$ cat config.mk
export PLATFORM = sky130hd
export DESIGN_NAME = ext_mem
export DESIGN_NICKNAME = d
export VERILOG_FILES = /design/src/mem_bus_pkg.sv /design/src/cache_pkg.sv /design/src/l1_cache.sv /design/src/bus_merge.sv /design/src/ext_link.sv /design/src/ext_mem.sv
export VERILOG_INCLUDE_DIRS = /design/src /design/src/src
export SDC_FILE = /design/constraint.sdc
export NUM_CORES = 2
export LEC_CHECK = 0
export BUFFER_PORTS_ARGS = -buffer_cell sky130_fd_sc_hd__buf_2
export CORE_AREA = 2 2 356 358
export DETAILED_ROUTE_END_ITERATION = 7
export DIE_AREA = 0 0 358 360
export HOLD_SLACK_MARGIN = 0.1
export PLACE_DENSITY_LB_ADDON = 0.2
export SYNTH_ARGS = -nofsm -noshare
export SYNTH_HDL_FRONTEND = slang
export SYNTH_SLANG_ARGS = --single-unit
$ cat constraint.sdc
create_clock -name clk -period 8 [get_ports clk]
set_clock_uncertainty 0.15 [all_clocks]
set_input_delay 1.6 -clock clk [delete_from_list [all_inputs] [get_ports clk]]
set_output_delay 1.6 -clock clk [all_outputs]
set_load 0.01 [all_outputs]
$ cat src/ext_mem_macros.svh
`ifndef EXT_MEM_MACROS_SVH
`define EXT_MEM_MACROS_SVH

// Word address and data widths
`define ADDR_W      16
`define DATA_W      32
`define STRB_W      (`DATA_W / 8)

// Direct-mapped cache geometry, one word per line
`define IDX_W       4
`define LINES       (1 << `IDX_W)
`define TAG_W       (`ADDR_W - `IDX_W)

// Hit and miss counter width
`define CNT_W       16

// Buffers the external memory grants after reset
`define EXT_CREDITS 4

`endif

$ cat src/mem_bus_pkg.sv
`default_nettype none
`include "ext_mem_macros.svh"

package mem_bus_pkg;

   // Native request, held by the master until ready
   // A zero strobe marks a read
   typedef struct packed {
      logic               valid;
      logic [`ADDR_W-1:0] addr;
      logic [`DATA_W-1:0] wdata;
      logic [`STRB_W-1:0] wstrb;
   } mem_req_t;

   // Native response, ready is a single-cycle pulse
   typedef struct packed {
      logic               ready;
      logic [`DATA_W-1:0] rdata;
   } mem_resp_t;

   // Request word on the credit link
   typedef struct packed {
      logic [`ADDR_W-1:0] addr;
      logic [`DATA_W-1:0] wdata;
      logic [`STRB_W-1:0] wstrb;
   } ext_req_t;

   // One response per request, in order, writes included
   typedef struct packed {
      logic [`DATA_W-1:0] rdata;
   } ext_rsp_t;

endpackage

`default_nettype wire

$ cat src/cache_pkg.sv
`default_nettype none
`include "ext_mem_macros.svh"

package cache_pkg;

   typedef logic [`TAG_W-1:0] tag_t;
   typedef logic [`IDX_W-1:0] idx_t;

   // Word address seen as tag over index
   typedef struct packed {
      tag_t tag;
      idx_t idx;
   } addr_split_t;

   // One direct-mapped entry
   typedef struct packed {
      logic               valid;
      tag_t               tag;
      logic [`DATA_W-1:0] data;
   } line_t;

endpackage

`default_nettype wire

$ cat src/l1_cache.sv
`timescale 1ns/1ps
`default_nettype none
`include "ext_mem_macros.svh"

module l1_cache (
   input  wire                          clk,
   input  wire                          rst_n,

   // Front end, toward the processor
   input  wire mem_bus_pkg::mem_req_t   fe_req,
   output mem_bus_pkg::mem_resp_t       fe_resp,

   // Back end, toward the merge
   output mem_bus_pkg::mem_req_t        be_req,
   input  wire mem_bus_pkg::mem_resp_t  be_resp,

   output logic [`CNT_W-1:0]            hits,
   output logic [`CNT_W-1:0]            misses
);
   import mem_bus_pkg::*;
   import cache_pkg::*;

   typedef enum logic [1:0] {
      S_IDLE,
      S_LOOKUP,
      S_BE_WAIT,
      S_RESPOND
   } state_t;

   state_t             state;
   mem_req_t           req_q;
   line_t              lines [`LINES];
   addr_split_t        addr_s;
   idx_t               idx;
   line_t              cur_line;
   logic               is_read;
   logic               hit;
   logic [`DATA_W-1:0] fill_q;
   logic [`DATA_W-1:0] merged;

   assign addr_s   = addr_split_t'(req_q.addr);
   assign idx      = addr_s.idx;
   assign cur_line = lines[idx];
   assign is_read  = (req_q.wstrb == '0);
   assign hit      = cur_line.valid && (cur_line.tag == addr_s.tag);

   // Stored word with the strobed bytes replaced
   always_comb begin
      merged = cur_line.data;
      for (int b = 0; b < `STRB_W; b++) begin
         if (req_q.wstrb[b]) begin
            merged[8*b +: 8] = req_q.wdata[8*b +: 8];
         end
      end
   end

   always_ff @(posedge clk) begin
      if (!rst_n) begin
         state  <= S_IDLE;
         hits   <= '0;
         misses <= '0;
      end else begin
         case (state)
            S_IDLE: begin
               if (fe_req.valid) begin
                  state <= S_LOOKUP;
               end
            end
            S_LOOKUP: begin
               // Only reads are counted
               if (is_read && hit) begin
                  hits  <= hits + 1'b1;
                  state <= S_IDLE;
               end else begin
                  if (is_read) begin
                     misses <= misses + 1'b1;
                  end
                  state <= S_BE_WAIT;
               end
            end
            S_BE_WAIT: begin
               if (be_resp.ready) begin
                  state <= S_RESPOND;
               end
            end
            default: state <= S_IDLE;
         endcase
      end
   end

   // Request and fill word
   always_ff @(posedge clk) begin
      if (state == S_IDLE && fe_req.valid) begin
         req_q <= fe_req;
      end
      if (state == S_BE_WAIT && be_resp.ready) begin
         fill_q <= be_resp.rdata;
      end
   end

   // Write hits patch the line; write misses leave the array alone
   always_ff @(posedge clk) begin
      if (!rst_n) begin
         for (int i = 0; i < `LINES; i++) begin
            lines[i].valid <= 1'b0;
         end
      end else if (state == S_LOOKUP && !is_read && hit) begin
         lines[idx].data <= merged;
      end else if (state == S_BE_WAIT && be_resp.ready && is_read) begin
         lines[idx] <= '{valid: 1'b1, tag: addr_s.tag, data: be_resp.rdata};
      end
   end

   always_comb begin
      fe_resp.ready = (state == S_RESPOND) || (state == S_LOOKUP && is_read && hit);
      fe_resp.rdata = (state == S_RESPOND) ? fill_q : cur_line.data;
      // Write-through also carries the front-end strobes
      be_req.valid  = (state == S_BE_WAIT);
      be_req.addr   = req_q.addr;
      be_req.wdata  = req_q.wdata;
      be_req.wstrb  = req_q.wstrb;
   end

endmodule

`default_nettype wire

$ cat src/bus_merge.sv
`timescale 1ns/1ps
`default_nettype none

module bus_merge #(
   parameter type req_t = mem_bus_pkg::mem_req_t
) (
   input  wire                          clk,
   input  wire                          rst_n,

   // Masters, index 0 and 1
   input  wire req_t                    m_req  [2],
   output mem_bus_pkg::mem_resp_t       m_resp [2],

   // Single slave
   output req_t                         s_req,
   input  wire mem_bus_pkg::mem_resp_t  s_resp
);

   logic busy;
   logic owner;
   logic last;
   logic pick;
   logic any_req;

   assign any_req = m_req[0].valid | m_req[1].valid;

   // On a tie the master not served last wins
   assign pick = (m_req[0].valid && m_req[1].valid) ? ~last : m_req[1].valid;

   always_ff @(posedge clk) begin
      if (!rst_n) begin
         busy  <= 1'b0;
         owner <= 1'b0;
         last  <= 1'b1;
      end else if (!busy) begin
         if (any_req) begin
            busy  <= 1'b1;
            owner <= pick;
         end
      end else if (s_resp.ready) begin
         // Owner released once the slave answers
         busy <= 1'b0;
         last <= owner;
      end
   end

   // Owner payload passes through, valid only while granted
   always_comb begin
      s_req = m_req[owner];
      if (!busy) begin
         s_req.valid = 1'b0;
      end
   end

   always_comb begin
      for (int i = 0; i < 2; i++) begin
         m_resp[i].ready = busy && (owner == 1'(i)) && s_resp.ready;
         m_resp[i].rdata = (owner == 1'(i)) ? s_resp.rdata : '0;
      end
   end

endmodule

`default_nettype wire

$ cat src/ext_link.sv
`timescale 1ns/1ps
`default_nettype none
`include "ext_mem_macros.svh"

module ext_link (
   input  wire                          clk,
   input  wire                          rst_n,

   // Merged native bus
   input  wire mem_bus_pkg::mem_req_t   req,
   output mem_bus_pkg::mem_resp_t       resp,

   // Credit-based external link
   output logic                         ext_req_valid,
   output mem_bus_pkg::ext_req_t        ext_req,
   input  wire                          ext_credit,
   input  wire                          ext_rsp_valid,
   input  wire mem_bus_pkg::ext_rsp_t   ext_rsp
);

   localparam int CRED_W = $clog2(`EXT_CREDITS + 1);

   typedef enum logic [1:0] {
      L_IDLE,
      L_ISSUE,
      L_WAIT,
      L_RESP
   } state_t;

   state_t             state;
   logic [CRED_W-1:0]  credits;
   logic [`DATA_W-1:0] rdata_q;

   // Stalls in issue while the memory has no free buffer
   assign ext_req_valid = (state == L_ISSUE) && (credits != '0);

   // Master holds the request until ready, so no copy is kept
   assign ext_req.addr  = req.addr;
   assign ext_req.wdata = req.wdata;
   assign ext_req.wstrb = req.wstrb;

   assign resp.ready = (state == L_RESP);
   assign resp.rdata = rdata_q;

   always_ff @(posedge clk) begin
      if (!rst_n) begin
         credits <= CRED_W'(`EXT_CREDITS);
      end else begin
         credits <= credits - CRED_W'(ext_req_valid) + CRED_W'(ext_credit);
      end
   end

   always_ff @(posedge clk) begin
      if (!rst_n) begin
         state <= L_IDLE;
      end else begin
         case (state)
            L_IDLE:  if (req.valid) state <= L_ISSUE;
            L_ISSUE: if (ext_req_valid) state <= L_WAIT;
            L_WAIT:  if (ext_rsp_valid) state <= L_RESP;
            default: state <= L_IDLE;
         endcase
      end
   end

   always_ff @(posedge clk) begin
      if (state == L_WAIT && ext_rsp_valid) begin
         rdata_q <= ext_rsp.rdata;
      end
   end

endmodule

`default_nettype wire

$ cat src/ext_mem.sv
`timescale 1ns/1ps
`default_nettype none
`include "ext_mem_macros.svh"

module ext_mem (
   input  wire                          clk,
   input  wire                          rst_n,

   // Instruction and data buses
   input  wire mem_bus_pkg::mem_req_t   i_req,
   output mem_bus_pkg::mem_resp_t       i_resp,
   input  wire mem_bus_pkg::mem_req_t   d_req,
   output mem_bus_pkg::mem_resp_t       d_resp,

   output logic [`CNT_W-1:0]            d_hits,
   output logic [`CNT_W-1:0]            d_misses,
   output logic [`CNT_W-1:0]            i_hits,
   output logic [`CNT_W-1:0]            i_misses,

   // External memory link
   output logic                         ext_req_valid,
   output mem_bus_pkg::ext_req_t        ext_req,
   input  wire                          ext_credit,
   input  wire                          ext_rsp_valid,
   input  wire mem_bus_pkg::ext_rsp_t   ext_rsp
);
   import mem_bus_pkg::*;

   // Back ends, icache on master 0 and dcache on master 1
   mem_req_t  be_req  [2];
   mem_resp_t be_resp [2];

   mem_req_t  link_req;
   mem_resp_t link_resp;

   l1_cache icache (
      .clk     (clk),
      .rst_n   (rst_n),
      .fe_req  (i_req),
      .fe_resp (i_resp),
      .be_req  (be_req[0]),
      .be_resp (be_resp[0]),
      .hits    (i_hits),
      .misses  (i_misses)
   );

   l1_cache dcache (
      .clk     (clk),
      .rst_n   (rst_n),
      .fe_req  (d_req),
      .fe_resp (d_resp),
      .be_req  (be_req[1]),
      .be_resp (be_resp[1]),
      .hits    (d_hits),
      .misses  (d_misses)
   );

   bus_merge #(
      .req_t (mem_req_t)
   ) merge_i_d (
      .clk    (clk),
      .rst_n  (rst_n),
      .m_req  (be_req),
      .m_resp (be_resp),
      .s_req  (link_req),
      .s_resp (link_resp)
   );

   ext_link link (
      .clk           (clk),
      .rst_n         (rst_n),
      .req           (link_req),
      .resp          (link_resp),
      .ext_req_valid (ext_req_valid),
      .ext_req       (ext_req),
      .ext_credit    (ext_credit),
      .ext_rsp_valid (ext_rsp_valid),
      .ext_rsp       (ext_rsp)
   );

endmodule

`default_nettype wire

==> qor.txt <==
Tmin final: 6340 ps
Die height: 360 um
Post_cts resized: 0
R2r setup slk: 2660 ps
Vias in the first global route: 34,900
Max Cap Violations: 0
Starting density of the core: 0.548
CTS Hold Bufs: 0
Initial DRC Count: 4,877
Pwr Density: 255 nW/um2
Clock root cell: clkbuf_16
I/O Buffers: 324
Hold WS: 299 ps
Final wirelength: 176,000 um
Worst Tran Pin Value: 1370 ps
Synth Flop Type: edfxtp_1
Final ANT Viol Nets: 0
Yosys warning total: 0
Share of layout cells above drive strength 1: 0.326
CTS sink cnt: 1,724
Setup tns final: 0 ps
Area leader, netlist: edfxtp_1
Area grow syn2layout: 13.9%
Initial antenna violation count: 14
Total gr overflow: 0
All-Layer GR Usage: 0.276
Net Count, Synth: 3,562
Status: complete, no violations
CTS clk-pin slew, worst paths: 60 ps
Pwr Total: 19,900 uW
Cells after Synth: 3,408
Share of the synthesized area in the top cell type: 0.706
Post-DP HPWL: 104,000 um
HP Class: flop to flop
Synth cell count leaders: edfxtp_1 (1,608), mux4_2 (422), mux2i_1 (143)
IO Pins: 325
Final #Nets: 3,979
EDFF count, synth: 1,608
DIE AREA: 129,000 um2
Clk buf depth: 3
First-pass GRT wire length: 251,000 um
Worst slew margin: 0.0876
Residual DRC: 0
Crit-path max FO: 57
Number of iterations in the first detailed-routing pass: 8
TritonCTS clock tree: yes
Crit share post-route: 0.792
# fillers: 8,615
Largest net degree at the start of global routing: 88
CTS Buf Count: 173
Peak VDD IR: 0.239 mV
Worst hold start: dcache.lines[13][44]
Finished Core Util: 0.624
Post-synthesis sequential area ratio: 0.740
RD Place Congestion: 0.883
Unrepaired setup endpoints after global routing: no
Core region area: 125,000 um2
Achievable frequency: 158 MHz
# rows: 130
Leak: 0.0260 uW
Routed length per placed instance: 31.4 um
DR vias: 35,800
Slew Viols, Final: 0
Yosys cell types: 67
Synthesized area: 68,400 um2
Chip Width: 358 um
Crit Path Class: flop to output pin
Synthesized flop and latch total: 1,724
# setup viols final: 0
CP Launch Type: flop
Post-CTS setup buffers: 0
Final Cell Area: 77,900 um2
Final Hold Fails: 0
H-tree lvl count: 4
Vias per inst: 6.38
Async set or reset register ratio after synthesis: 0
Largest cells by area after synthesis: edfxtp_1 (71%), mux4_2 (14%), dfxtp_1 (3.4%)
Placed cell area: 72,600 um2
CP endpoint kind: output pin
Clk Latency, worst-skew pair: 810 ps
WP data arrival: 4590 ps
Most common cell in the netlist: edfxtp_1
Critical Path RT: 6250 ps
Avg Synthesized Cell Area: 20.1 um2
## path summary, 6_finish.rpt
check | cells after the start | end
worst max-delay path | 9 | d_resp[32]
worst min-delay path | 1 | dcache.lines[13][44]
worst min register to register | 1 | dcache.lines[13][44]
worst max register to register | 12 | icache.lines[3][26]
## cells in the final DEF, fill, tap and decap left out, types with 11 or more instances in the layout
| cell type | instances |
|---|---|
| nor2_2 | 13 |
| a21o_1 | 33 |
| xnor2_1 | 18 |
| clkbuf_16 | 177 |
| mux2_2 | 133 |
| and2_1 | 39 |
| edfxtp_1 | 1608 |
| buf_4 | 107 |
| nor2_1 | 104 |
| nand4_1 | 24 |
| clkinv_1 | 38 |
| nand2_1 | 90 |
| nor2b_1 | 49 |
| inv_1 | 17 |
| a21oi_4 | 16 |
| clkbuf_1 | 49 |
| mux4_2 | 422 |
| and3_1 | 14 |
| buf_2 | 323 |
| clkinv_2 | 26 |
| ha_1 | 11 |
| o31ai_1 | 11 |
| nand3_1 | 44 |
| dfxtp_1 | 107 |
| nand2b_1 | 54 |
| a21oi_1 | 82 |
| nor3_2 | 18 |
| mux2i_1 | 143 |
## power breakdown
part | internal [uW] | total (uW) | leakage (uW) | switching, uW
sequential | 10100 | 10300 | 0.0155 | 200
clock | 4340 | 7740 | 0.00261 | 3400
combinational | 772 | 1800 | 0.00794 | 1030
total | 15300 | 19900 | 0.0260 | 4630
## flip-flops by register name, indices dropped and copies added, names as in the netlist, named ones only
signal	cells
merge_i_d.last	1
link.rdata_q	32
icache.state	2
dcache.fill_q	32
merge_i_d.owner	1
link.state	2
dcache.addr_s	16
dcache.be_req	36
merge_i_d.busy	1
icache.hits	16
dcache.misses	16
link.credits	3
icache.addr_s	16
dcache.state	2
dcache.hits	16
dcache.lines	720
icache.fill_q	32
icache.be_req	36
icache.lines	720
icache.misses	16
## worst max-delay path, stage by stage, from the launching register on
cell,delay (ps)
dfxtp_4,1040
mux4_2,600
mux4_2,490
xnor2_1,140
nand4_1,190
a2111oi_4,380
buf_4,450
nand2_1,190
nand2_1,140
buf_2,140
## per-layer routing
| layer | wire, um | share of wire | up-vias | GRT usage |
|---|---|---|---|---|
| li1 | - | - | 14800 | - |
| met1 | 71800 | 0.41 | 18900 | 0.408 |
| met2 | 81400 | 0.46 | 1886 | 0.416 |
| met3 | 18200 | 0.10 | 258 | 0.0627 |
| met4 | 4740 | 0.027 | 16 | 0.0775 |
| met5 | 108 | 0.00061 | - | 0 |
## layout make-up
class	instances	area (um2)	share of cell area
Clock buffer	228	4640	0.0595
Sequential cell	1724	50600	0.650
Antenna cell	5	12.5	0.000161
Timing Repair Buffer	433	2480	0.0318
Inverter	18	67.6	0.000867
Multi-Input combinational cell	1475	17300	0.222
Tap cell	1650	2060	0.0265
Clock inverter	87	707	0.00907
## logic make-up after synthesis
logic type               share of synthesized area
AO/OA/AOI/OAI                               0.0205
XOR/XNOR                                   0.00307
adder cells (fa/ha/maj)                    0.00230
buffers and inverters                       0.0130
flip-flops                                   0.740
multiplexers                                 0.182
AND/OR/NAND/NOR                             0.0399
## metrics by stage
step | setup WS (ps) | std cells
floorplan | 492 | 3408
global placement | 2460 | 5299
detailed placement | 2450 | 5299
CTS | 1580 | 5614
global route | 1340 | 5615
finish | 1660 | 5620
Power figures use the tool's default switching activity.
